**src/hdl/lpf_pkg.sv**
```systemverilog
`default_nettype none

package lpf_pkg;

	// wishbone data bus width
	localparam int WB_DATA_W = 32;

	// fifo occupancy count width, one status byte per fifo
	localparam int CNT_W = 8;

	// delay line length of the filter bank
	localparam int TAP_COUNT = 16;

	// word addresses of the register map
	localparam logic [1:0] ADDR_SAMPLE = 2'd0;
	localparam logic [1:0] ADDR_MODE = 2'd1;
	localparam logic [1:0] ADDR_RESULT = 2'd2;
	localparam logic [1:0] ADDR_STATUS = 2'd3;

	// low-pass modes
	typedef enum logic [2:0] {
		// newest tap only
		mode_pass = 3'd0,
		// running averages, equal weights
		mode_avg2 = 3'd1,
		mode_avg4 = 3'd2,
		mode_avg8 = 3'd3,
		mode_avg16 = 3'd4,
		// tapered kernels, weight rises toward older taps
		mode_exp_a = 3'd5,
		mode_exp_b = 3'd6,
		mode_exp_c = 3'd7
	} filt_mode_t;

endpackage

`default_nettype wire

```
**src/hdl/audio_lpf_top.sv**
```systemverilog
`timescale 1ns/100ps
`default_nettype none

module audio_lpf_top #(
	parameter int sample_width = 24,
	parameter int in_depth = 16,
	parameter int out_depth = 8
) (
	input wire clk,
	input wire reset_n,
	input wire cyc,
	input wire stb,
	input wire we,
	input wire [1:0] adr,
	input wire [lpf_pkg::WB_DATA_W-1:0] dat_w,
	output logic [lpf_pkg::WB_DATA_W-1:0] dat_r,
	output logic ack
);
	import lpf_pkg::*;

	// input fifo holds raw samples, output fifo holds {mode, result}
	typedef logic signed [sample_width-1:0] sample_t;
	typedef logic [sample_width+2:0] tagged_t;

	logic in_push;
	sample_t in_push_data;
	logic in_pop;
	sample_t in_pop_data;
	logic [CNT_W-1:0] in_count;
	logic out_push;
	tagged_t out_push_data;
	logic out_pop;
	tagged_t out_pop_data;
	logic [CNT_W-1:0] out_count;
	filt_mode_t mode;

	wb_sample_port #(
		.sample_width(sample_width),
		.in_depth(in_depth)
	) port_i (
		.clk(clk),
		.reset_n(reset_n),
		.cyc(cyc),
		.stb(stb),
		.we(we),
		.adr(adr),
		.dat_w(dat_w),
		.dat_r(dat_r),
		.ack(ack),
		.in_push(in_push),
		.in_push_data(in_push_data),
		.in_count(in_count),
		.out_pop(out_pop),
		.out_pop_data(out_pop_data),
		.out_count(out_count),
		.mode(mode)
	);

	sample_fifo #(
		.depth(in_depth),
		.payload_t(sample_t)
	) in_fifo_i (
		.clk(clk),
		.reset_n(reset_n),
		.push(in_push),
		.push_data(in_push_data),
		.pop(in_pop),
		.pop_data(in_pop_data),
		.count(in_count)
	);

	lpf_bank #(
		.sample_width(sample_width),
		.out_depth(out_depth)
	) bank_i (
		.clk(clk),
		.reset_n(reset_n),
		.mode(mode),
		.in_count(in_count),
		.in_data(in_pop_data),
		.in_pop(in_pop),
		.out_count(out_count),
		.out_push(out_push),
		.out_data(out_push_data)
	);

	sample_fifo #(
		.depth(out_depth),
		.payload_t(tagged_t)
	) out_fifo_i (
		.clk(clk),
		.reset_n(reset_n),
		.push(out_push),
		.push_data(out_push_data),
		.pop(out_pop),
		.pop_data(out_pop_data),
		.count(out_count)
	);

endmodule

`default_nettype wire

```
**src/hdl/lpf_bank.sv**
```systemverilog
`timescale 1ns/100ps
`default_nettype none

module lpf_bank #(
	parameter int sample_width = 24,
	parameter int out_depth = 8
) (
	input wire clk,
	input wire reset_n,
	input wire lpf_pkg::filt_mode_t mode,
	input wire [lpf_pkg::CNT_W-1:0] in_count,
	input wire signed [sample_width-1:0] in_data,
	output logic in_pop,
	input wire [lpf_pkg::CNT_W-1:0] out_count,
	output logic out_push,
	output logic [sample_width+2:0] out_data
);
	import lpf_pkg::*;

	// arithmetic shift per tap, tap 0 is the newest sample
	localparam int unsigned tap_shift [8][TAP_COUNT] = '{
		'{0, 0, 0, 0, 0, 0, 0, 0, 0, 0, 0, 0, 0, 0, 0, 0},
		'{1, 1, 0, 0, 0, 0, 0, 0, 0, 0, 0, 0, 0, 0, 0, 0},
		'{2, 2, 2, 2, 0, 0, 0, 0, 0, 0, 0, 0, 0, 0, 0, 0},
		'{3, 3, 3, 3, 3, 3, 3, 3, 0, 0, 0, 0, 0, 0, 0, 0},
		'{4, 4, 4, 4, 4, 4, 4, 4, 4, 4, 4, 4, 4, 4, 4, 4},
		'{6, 6, 5, 4, 3, 2, 2, 2, 0, 0, 0, 0, 0, 0, 0, 0},
		'{8, 8, 7, 6, 5, 4, 3, 2, 2, 0, 0, 0, 0, 0, 0, 0},
		'{11, 11, 10, 9, 8, 7, 6, 5, 4, 3, 2, 3, 3, 3, 3, 0}
	};

	// taps that enter the sum, bit n is tap n
	localparam logic [TAP_COUNT-1:0] tap_used [8] = '{
		16'h0001,
		16'h0003,
		16'h000f,
		16'h00ff,
		16'hffff,
		16'h00ff,
		16'h01ff,
		16'h7fff
	};

	logic signed [sample_width-1:0] del [TAP_COUNT];
	logic s1_valid;
	filt_mode_t s1_mode;
	logic [1:0] in_flight;
	logic [CNT_W:0] out_pending;
	logic signed [sample_width-1:0] acc;

	// results still in the pipe, not yet counted by the output fifo
	assign in_flight = {1'b0, s1_valid} + {1'b0, out_push};
	assign out_pending = {1'b0, out_count} + {{(CNT_W-1){1'b0}}, in_flight};

	// only pop when the result is sure to find room downstream
	assign in_pop = (in_count != '0) && (out_pending < (CNT_W+1)'(out_depth));

	// stage 1: delay line shift on pop
	always_ff @(posedge clk) begin
		if (!reset_n) begin
			for (int t = 0; t < TAP_COUNT; t++) begin
				del[t] <= '0;
			end
		end else if (in_pop) begin
			del[0] <= in_data;
			for (int t = 1; t < TAP_COUNT; t++) begin
				del[t] <= del[t-1];
			end
		end
	end

	// mode follows the sample it was latched with
	always_ff @(posedge clk) begin
		if (in_pop) begin
			s1_mode <= mode;
		end
	end

	// shift-and-add over the stage 1 snapshot, wraps at sample_width
	always_comb begin
		acc = '0;
		for (int t = 0; t < TAP_COUNT; t++) begin
			if (tap_used[s1_mode][t]) begin
				acc = acc + (del[t] >>> tap_shift[s1_mode][t]);
			end
		end
	end

	// stage 2: tagged result
	always_ff @(posedge clk) begin
		if (s1_valid) begin
			out_data <= {s1_mode, acc};
		end
	end

	always_ff @(posedge clk) begin
		if (!reset_n) begin
			s1_valid <= 1'b0;
			out_push <= 1'b0;
		end else begin
			s1_valid <= in_pop;
			out_push <= s1_valid;
		end
	end

endmodule

`default_nettype wire

```
**src/hdl/sample_fifo.sv**
```systemverilog
`timescale 1ns/100ps
`default_nettype none

module sample_fifo #(
	parameter int depth = 16,
	parameter type payload_t = logic [23:0]
) (
	input wire clk,
	input wire reset_n,
	input wire push,
	input wire payload_t push_data,
	input wire pop,
	output payload_t pop_data,
	output logic [lpf_pkg::CNT_W-1:0] count
);
	localparam int ptr_w = (depth > 1) ? $clog2(depth) : 1;

	payload_t mem [depth];
	logic [ptr_w-1:0] wr_ptr;
	logic [ptr_w-1:0] rd_ptr;
	logic [ptr_w-1:0] wr_next;
	logic [ptr_w-1:0] rd_next;
	logic full;
	logic empty;
	logic do_push;
	logic do_pop;

	assign full = count == $bits(count)'(depth);
	assign empty = count == '0;
	assign do_push = push && !full;
	assign do_pop = pop && !empty;

	// pointers wrap at depth, which need not be a power of two
	assign wr_next = (wr_ptr == ptr_w'(depth - 1)) ? '0 : wr_ptr + 1'b1;
	assign rd_next = (rd_ptr == ptr_w'(depth - 1)) ? '0 : rd_ptr + 1'b1;

	// first word fall through
	assign pop_data = mem[rd_ptr];

	always_ff @(posedge clk) begin
		if (!reset_n) begin
			wr_ptr <= '0;
			rd_ptr <= '0;
			count <= '0;
		end else begin
			if (do_push) begin
				wr_ptr <= wr_next;
			end
			if (do_pop) begin
				rd_ptr <= rd_next;
			end
			case ({do_push, do_pop})
				2'b10: count <= count + 1'b1;
				2'b01: count <= count - 1'b1;
				default: count <= count;
			endcase
		end
	end

	always_ff @(posedge clk) begin
		if (do_push) begin
			mem[wr_ptr] <= push_data;
		end
	end

endmodule

`default_nettype wire

```
**src/hdl/wb_sample_port.sv**
```systemverilog
`timescale 1ns/100ps
`default_nettype none

module wb_sample_port #(
	parameter int sample_width = 24,
	parameter int in_depth = 16
) (
	input wire clk,
	input wire reset_n,
	input wire cyc,
	input wire stb,
	input wire we,
	input wire [1:0] adr,
	input wire [lpf_pkg::WB_DATA_W-1:0] dat_w,
	output logic [lpf_pkg::WB_DATA_W-1:0] dat_r,
	output logic ack,
	output logic in_push,
	output logic [sample_width-1:0] in_push_data,
	input wire [lpf_pkg::CNT_W-1:0] in_count,
	output logic out_pop,
	input wire [sample_width+2:0] out_pop_data,
	input wire [lpf_pkg::CNT_W-1:0] out_count,
	output lpf_pkg::filt_mode_t mode
);
	import lpf_pkg::*;

	// result word keeps the sample below this bit, the tag above
	localparam int res_w = 28;

	logic req;
	logic wr_sample;
	logic wr_mode;
	logic rd_result;
	logic in_full;
	logic out_empty;
	logic go;
	logic signed [sample_width-1:0] res_sample;
	logic signed [res_w-1:0] res_ext;
	logic [WB_DATA_W-1:0] rd_word;

	// new request only while no ack is out, so a held stb is not seen twice
	assign req = cyc && stb && !ack;

	assign wr_sample = req && we && (adr == ADDR_SAMPLE);
	assign wr_mode = req && we && (adr == ADDR_MODE);
	assign rd_result = req && !we && (adr == ADDR_RESULT);

	assign in_full = in_count >= CNT_W'(in_depth);
	assign out_empty = out_count == '0;

	// wait states on full input or empty output fifo
	assign go = req && !(wr_sample && in_full) && !(rd_result && out_empty);

	assign res_sample = out_pop_data[sample_width-1:0];
	// sign extension up to the tag field
	assign res_ext = res_sample;

	always_comb begin
		case (adr)
			ADDR_RESULT: rd_word = {1'b0, out_pop_data[sample_width+2 -: 3], res_ext};
			ADDR_STATUS: rd_word = {{(WB_DATA_W-2*CNT_W){1'b0}}, out_count, in_count};
			ADDR_MODE: rd_word = WB_DATA_W'(mode);
			default: rd_word = '0;
		endcase
	end

	// single-cycle strobes and the mode register
	always_ff @(posedge clk) begin
		if (!reset_n) begin
			ack <= 1'b0;
			in_push <= 1'b0;
			out_pop <= 1'b0;
			mode <= mode_pass;
		end else begin
			ack <= go;
			in_push <= go && wr_sample;
			out_pop <= go && rd_result;
			if (go && wr_mode) begin
				mode <= filt_mode_t'(dat_w[2:0]);
			end
		end
	end

	// data registers, valid alongside the strobes
	always_ff @(posedge clk) begin
		if (go && wr_sample) begin
			in_push_data <= dat_w[sample_width-1:0];
		end
		if (go && !we) begin
			dat_r <= rd_word;
		end
	end

endmodule

`default_nettype wire

```
**config.mk**
```make
export PLATFORM = sky130hd
export DESIGN_NAME = audio_lpf_top
export DESIGN_NICKNAME = d
export VERILOG_FILES = /design/src/hdl/lpf_pkg.sv /design/src/hdl/audio_lpf_top.sv /design/src/hdl/lpf_bank.sv /design/src/hdl/sample_fifo.sv /design/src/hdl/wb_sample_port.sv
export SDC_FILE = /design/constraint.sdc
export NUM_CORES = 2
export LEC_CHECK = 0
export ABC_AREA = 1
export ABC_CLOCK_PERIOD_IN_PS = 17150
export BUFFER_PORTS_ARGS = -buffer_cell sky130_fd_sc_hd__buf_2
export CORE_MARGIN = 2
export CORE_UTILIZATION = 50
export CTS_BUF_LIST = sky130_fd_sc_hd__clkbuf_16
export CTS_CLUSTER_SIZE = 25
export DETAILED_ROUTE_END_ITERATION = 12
export PLACE_DENSITY_LB_ADDON = 0.08
export SYNTH_ARGS = -nofsm -noshare
export SYNTH_HDL_FRONTEND = slang
export SYNTH_SLANG_ARGS = --single-unit
```
**constraint.sdc**
```tcl
create_clock -name clk -period 17.15 [get_ports clk]
set_input_delay 4.2875 -clock clk [delete_from_list [all_inputs] [get_ports clk]]
set_output_delay 4.2875 -clock clk [all_outputs]
set_load 0.05 [all_outputs]
```
# Word level (Yosys, flattened, before mapping)
# Memory sizes are Yosys's and may differ from the RTL's. A register that Yosys moved wholly into a read port is not among the register bits.
# Index checks and enable logic that the tools add are counted.
[totals]
elab_cells = 184
mem_bits_rw = 984
out_inout_bits = 33
mem_count = 5
latch_bits = 0
in_bits = 39
mem_bits_ro = 4224
ff_bits = 124
[memory_table]
columns = ["memory", "depth", "width", "read_ports", "rd_ports_with_merged_regs", "write_ports", "line_no", "rtl"]
rows = [
  ["(name not given)", 8, 512, 1, 0, 0, "lpf_bank.sv:84", "acc = acc + (del[t] >>> tap_shift[s1_mode][t]);"],
  ["bank_i.del", 16, 24, 16, 0, 16, "lpf_bank.sv:44", "logic signed [sample_width-1:0] del [TAP_COUNT];"],
  ["in_fifo_i.mem", 16, 24, 1, 1, 1, "sample_fifo.sv:18", "payload_t mem [depth];"],
  ["out_fifo_i.mem", 8, 27, 1, 1, 1, "sample_fifo.sv:18", ""],
  ["(name not given)", 8, 16, 1, 0, 0, "lpf_bank.sv:83", "if (tap_used[s1_mode][t]) begin"],
]
[op_classes]
n_div = 0
magnitude_cmp = 3
n_reduce_logical = 34
bitwise = 17
mux = 55
eq_ne = 13
n_mul = 0
shift = 16
addsub = 25
[op_table]
columns = ["operator", "count"]
rows = [
  ["two-way mux 512 bit", 2],
  ["two-way mux 24 bit", 32],
  [">>> shifter 24 x 32 -> 24 bit", 16],
  ["adder 24 bit", 15],
  ["case mux 31 bit (3 select lines)", 1],
  ["two-way mux 16 bit", 2],
  ["case mux 8 bit (2 select lines)", 2],
  ["logical AND 1 bit", 20],
  ["adder 8 x 1 -> 8 bit (second input constant)", 2],
  ["zero test 8 bit", 2],
  ["two-way mux 4 bit", 4],
  ["bitwise OR 1 bit", 16],
  ["subtractor 8 x 1 -> 8 bit (second input constant)", 2],
  ["two-way mux 3 bit", 4],
  ["adder 8 x 2 -> 9 bit", 1],
  ["< comparator 9 x 4 -> 1 bit (second input constant)", 1],
  ["adder 4 x 1 -> 4 bit (second input constant)", 2],
  ["== test 2 bit (second input constant)", 4],
  ["== test 4 bit (second input constant)", 2],
  ["== test 8 x 4 -> 1 bit (second input constant)", 1],
  ["== test 8 x 5 -> 1 bit (second input constant)", 1],
  [">= comparator 8 x 5 -> 1 bit (second input constant)", 1],
  ["zero test 1 bit", 8],
  ["two-way mux 1 bit", 8],
  ["9 further kinds", 14],
]

# Depth between registers and ports, before layout
[logic_depth]
word_depth = 36
depth_mapped = 133
depth_no_buf = 128

# Modules after synthesis
# A second synthesis with hierarchy kept.
[unflattened]
cells_unflattened = 8668
hier_area_um2 = 71539.9
[modules_own_cells]
columns = ["module", "n_inst", "cells_each", "area_each_um2", "seq_area_each_um2"]
rows = [
  ["lpf_bank", 1, 6465, 43626.8, 12472.0],
  ["sample_fifo (in_fifo_i)", 1, 1229, 16170.5, 11931.4],
  ["sample_fifo (out_fifo_i)", 1, 788, 9496.6, 6826.5],
  ["wb_sample_port", 1, 186, 2245.9, 1651.6],
]

# Least setup slack after synthesis
# OpenSTA, ideal clock, no wires.
[synth_timing]
path_type = "reg-to-reg"
startpoint = "reg bank_i.s1_mode[0]"
endpoint = "reg bank_i.out_data[23] (data pin)"
setup_slack_ns = -1.059
n_path_buf = 5
path_stages_with_launch = 122
t_required_ns = 16.898
setup_ns = 0.252
synth_period_minus_slack_ns = 18.209
arrival_ns = 17.957
path_cell_list = "edfxtp_1 ha_1 buf_2 nand2_1 nand2_1 buf_6 buf_2 clkbuf_1 clkbuf_1 o21ai_0 o21ai_0 mux2i_1 a211oi_1 ha_1 a21oi_1 nand2_1 or2_2 nand3_1 [86 not listed] o21ai_1 nand2_1 nand3b_1 o21ai_1 xor2_1 nand2_1 a21boi_0 ha_1 a21oi_1 nor3_1 nor2_1 nand3_1 nand2_1 nand3_1 nand3_1 nand2_1 nand2_1 nand2_1"
[synth_between]
elab_chain_cells = 36
elab_cells_between_ends = 54
classes_between = "15 x add/sub; 16 x shift; 20 x mux; 1 x bitwise; 2 x memory"
[synth_lines]
columns = ["item", "line_no", "rtl"]
rows = [
  ["start, declared", "lpf_bank.sv:46", "filt_mode_t s1_mode;"],
  ["start signal, assigned", "lpf_bank.sv:75", "s1_mode <= mode;"],
  ["inverter 3 -> 4 bit (not written as such) *", "lpf_bank.sv:83, lpf_bank.sv:84", ""],
  ["memory (8 x 512 bit)", "--", ""],
  ["two-way mux 512 bit (not written as such) (2 in a row)", "lpf_bank.sv:84", ""],
  [">>> shifter 24 x 32 -> 24 bit", "lpf_bank.sv:84", ""],
  ["two-way mux 24 bit", "lpf_bank.sv:83", ""],
  ["adder 24 bit", "lpf_bank.sv:84", ""],
  ["two-way mux 24 bit", "lpf_bank.sv:83", ""],
  ["adder 24 bit", "lpf_bank.sv:84", ""],
  ["[20 not listed]", "--", ""],
  ["two-way mux 24 bit", "lpf_bank.sv:83", ""],
  ["adder 24 bit", "lpf_bank.sv:84", ""],
  ["two-way mux 24 bit", "lpf_bank.sv:83", ""],
  ["adder 24 bit", "lpf_bank.sv:84", ""],
  ["two-way mux 24 bit", "lpf_bank.sv:83", ""],
  ["adder 24 bit", "lpf_bank.sv:84", ""],
  ["two-way mux 24 bit *", "lpf_bank.sv:83", ""],
  ["net bank_i.acc[23]", "lpf_bank.sv:49", "logic signed [sample_width-1:0] acc;"],
  ["end signal, assigned", "lpf_bank.sv:92", "out_data <= {s1_mode, acc};"],
  ["end, declared", "lpf_bank.sv:16", "output logic [sample_width+2:0] out_data"],
]
# The timed path passes the listed nets; every way through them passes the cells marked *. The select of a mux whose other input is x is not followed.
# A chain may end at the register's enable or synchronous reset.

# Worst setup path in the final report
# Same ends and word-level chain as after synthesis.

==> impl_results.md <==
- R2R depth: 112
- Drt first-iter violations: 5648
- Final HPWL DP: 156.4 mm
- RSZ-0062 raised after global routing: yes
- Routed Antenna Nets: 0
- Mean area per synthesized cell: 8.273 um2
- Post-Synth Adder-Cell Area: 0.07035
- Routed wire per std cell: 19.30 um
- Core area: 141600 um2
- Number of CTS-inserted buffers: 120
- Clk_skew: 0.09887 ns
- Post-Synth XOR/XNOR Area: 0.02602
- Post-route setup TNS: -6.554 ns
- Failing checks: negative setup slack
- Final setup fails: 9
- Clock slew at reported path FFs: 0.06 ns
- Max-slew headroom: 0.2253
- Root Driver: clkbuf_16
- Worst-Skew Late Latency: 0.80 ns
- Critical Path Max Stage Delay: 0.45 ns
- Fin crit period: 18.44 ns
- Main synth FF type: edfxtp_1
- Initial antenna violation count: 9
- Slew Viols, Final: 0
- Tcrit/Tclk final: 1.075
- Area growth, synth to finish: 31.54%
- WP data arrival: 18.94 ns
- Total number of vias: 66330
- Yosys reg bits: 1110
- Pin count of the biggest net entering global routing: 177
- Post-Syn Nets: 9056
- Main combinational cell family by area after synthesis: compound AO/OA/AOI/OAI gates
- Share of layout cells above drive strength 1: 0.2887
- Final nets: 10440
- Synthesized area: 71360 um2
- Num rows: 138
- Required @ worst endpoint: 17.66 ns
- Max cap viols: 0
- CP dominant cell by count: a21oi_2
- Setup crit start kind: register
- Routed WL: 231.8 mm
- Max Buffers Root-to-Sink: 3
- First-pass GRT wire length: 345.9 mm
- Via/cell ratio: 5.524
- Fin. Hold Viols: 0
- Fill count: 11790
- Worst slew pin tran: 1.162 ns
- Initial core utilization: 0.5040
- TritonCTS clock tree: built
- Die Y: 381.8 um
- Crit path kind: register to register
- GRT Resource Usage Total: 0.3004
- Post-synth EDFFs: 1065
- Vias in the first global route: 61640
- H-tree Lvls: 3
- CP Capture Type: register
- Multiplexer share of the synthesized area: 0.01080
- Synth warn: 0
- Final std cells w/o fill: 12010
- Synth Area in Compound Gates: 0.1803
- Detailed Routing Iterations Pass 1: 8
- Placed cells: 11540
- Drt drc: 0
- Hold Path Class: register to register
- RePlAce Congestion: 0.9267
- Io pins: 72
- Die area: 145800 um2
- Antenna diode count: 0
- Mapped Cells: 8626
- Grt total ovfl: 0
- Die width: 381.8 um
- Post-Synth Simple-Gate Area: 0.1714
- Hold path depth: 0
- Worst Path Max Fanout: 7
- Register area share after synthesis: 0.4608
- Cts hold-fix bufs: 0
- Status: finished, violations left
- Async set or reset register ratio after synthesis: 0
- Critical path's slowest cell: fa_2
- Setup ws final: -1.286 ns
- Max frequency: 54.24 MHz
- Clk sinks: 1110
- Netlist cell types: 69
- IO buf count: 62
==> stage by stage <==
step,worst slack [ns],utilization,hold slack [ns],cell area [um2]
after CTS,-1.251,0.6312,0.4939,89370
after global routing,-2.098,0.6630,0.5085,93870
after floorplan,0.003084,-,0.4312,71820
after global placement,-2.007,0.5893,0.4741,83430
after detailed placement,-2.375,0.5893,0.4852,83430
final,-1.286,0.6630,0.4929,93870
==> logic make-up (layout without fill, tap and decap cells) <==
group                    after synthesis  count (layout)
AO/OA/AOI/OAI                       2286            2286
XOR/XNOR                             212             212
adder cells (fa/ha/maj)              391             391
buffers and inverters               1498            2988
flip-flops                          1110            1110
multiplexers                          77              77
other                                  1               1
AND/OR/NAND/NOR                     3051            3051
==> cells in the final DEF (no fill, tap or decap), types with 19 or more instances in the layout <==
master     count
ha_4         130
o21ai_1      137
o22ai_1       78
clkinv_2      23
clkinv_1      28
a21oi_4       36
a21oi_2      202
dfxtp_1       41
ha_1         240
o21bai_1      24
buf_2         61
mux2i_1       75
nand3_2       36
nor2_2        70
or2_4         24
nand4_1       25
inv_2         86
o21ai_0      990
a31oi_1       35
nand2_2      121
xor2_1       123
inv_1       1014
nor3_1        19
buf_4       1555
clkbuf_16    123
nand2_1     1614
o21ai_2       96
o221ai_1     105
buf_6         39
nand3_1      177
xnor2_1       57
o211ai_1      64
edfxtp_1    1065
a21oi_1      346
nor2_1       838
or2_2         43
nor2_4        19
==> per-layer routing <==
metal / vias up / track usage / part of all wire
met5: - / 0 / 0.00018
met4: 6 / 0.08042 / 0.028
met3: 407 / 0.04124 / 0.071
met2: 2285 / 0.4751 / 0.46
met1: 31510 / 0.4327 / 0.45
li1: 32120 / - / -
==> synthesized netlist by cell type, types with 8 or more instances <==
cell type  number  area [um2]
o21ai_2        16       140.1
buf_1          22       82.58
o21ai_0      1138        5695
fa_1           17       340.3
xnor2_1        77       674.4
o21bai_1       35       262.8
nand3_2        14       140.1
nor3_1         34       170.2
a21oi_2        17       148.9
o221ai_1      115        1007
nor4_1         14       87.58
o22ai_1        80       500.5
nand2_1      1746        6554
a21boi_0       17       127.6
nor2_1        910        3416
a21boi_1       16       120.1
nand4_1        25       156.4
mux2i_1        77       770.7
nand3_1       200        1001
a211oi_1       15       112.6
o21ai_1        81       405.4
buf_2          22       110.1
inv_2          32       120.1
a21o_1         12       90.09
xor2_1        135        1182
edfxtp_1     1065       31980
clkbuf_1      348        1306
o21a_1         14       105.1
inv_1        1054        3956
a31oi_1        56       350.3
buf_4           8       60.06
or2_2          67       419.2
o211ai_1       64       480.5
dfxtp_1        45       900.9
nor2_2         15       93.84
a21oi_1       565        2828
ha_1          374        4679
==> worst max-delay path, delay by kind of cell, from the launching register on <==
family,cells,cell delay (ns)
AO/OA/AOI/OAI,39,5.85
XOR/XNOR,8,1.31
adder cells (fa/ha/maj),17,5.25
buffers and inverters,19,2.01
flip-flops,1,0.42
AND/OR/NAND/NOR,29,3.31
==> path summary, 6_finish.rpt <==
kind | start | end | slack, ns
setup / recovery | bank_i.s1_mode[0] | bank_i.out_data[23] | -1.29
hold / removal | port_i.mode[1] | bank_i.s1_mode[1] | 0.49
setup reg to reg | bank_i.s1_mode[0] | bank_i.out_data[23] | -1.29
hold reg to reg | port_i.mode[1] | bank_i.s1_mode[1] | 0.49
==> layout make-up <==
type / count / area (um2) / area share
Clock buffer: 121 / 3028 / 0.03226
Clock inverter: 103 / 808.3 / 0.008611
Inverter: 1092 / 4146 / 0.04417
Multi-Input combinational cell: 6018 / 37840 / 0.4031
Sequential cell: 1110 / 32890 / 0.3504
Tap cell: 1890 / 2365 / 0.02519
Timing Repair Buffer: 1672 / 12790 / 0.1363
==> sequential cells by signal, indices dropped and copies added (netlist names), 8 cells and up, named ones only <==
signal	flops
bank_i.del	384
in_fifo_i.mem	384
out_fifo_i.mem	216
bank_i.out_data	27
port_i.dat_r	27
port_i.in_push_data	24
in_fifo_i.count	8
out_fifo_i.count	8
==> what timing repair did <==
item                                    CTS  global route
pin swaps                               180           561
resized for setup                       313           760
cloned                                    3             2
setup buffers                            99           152
endpoints found under the setup margin   12            18
Power is left out: the tool's default activity adds up to more than one toggle a clock period on the data nets, which glitch-free logic cannot reach.
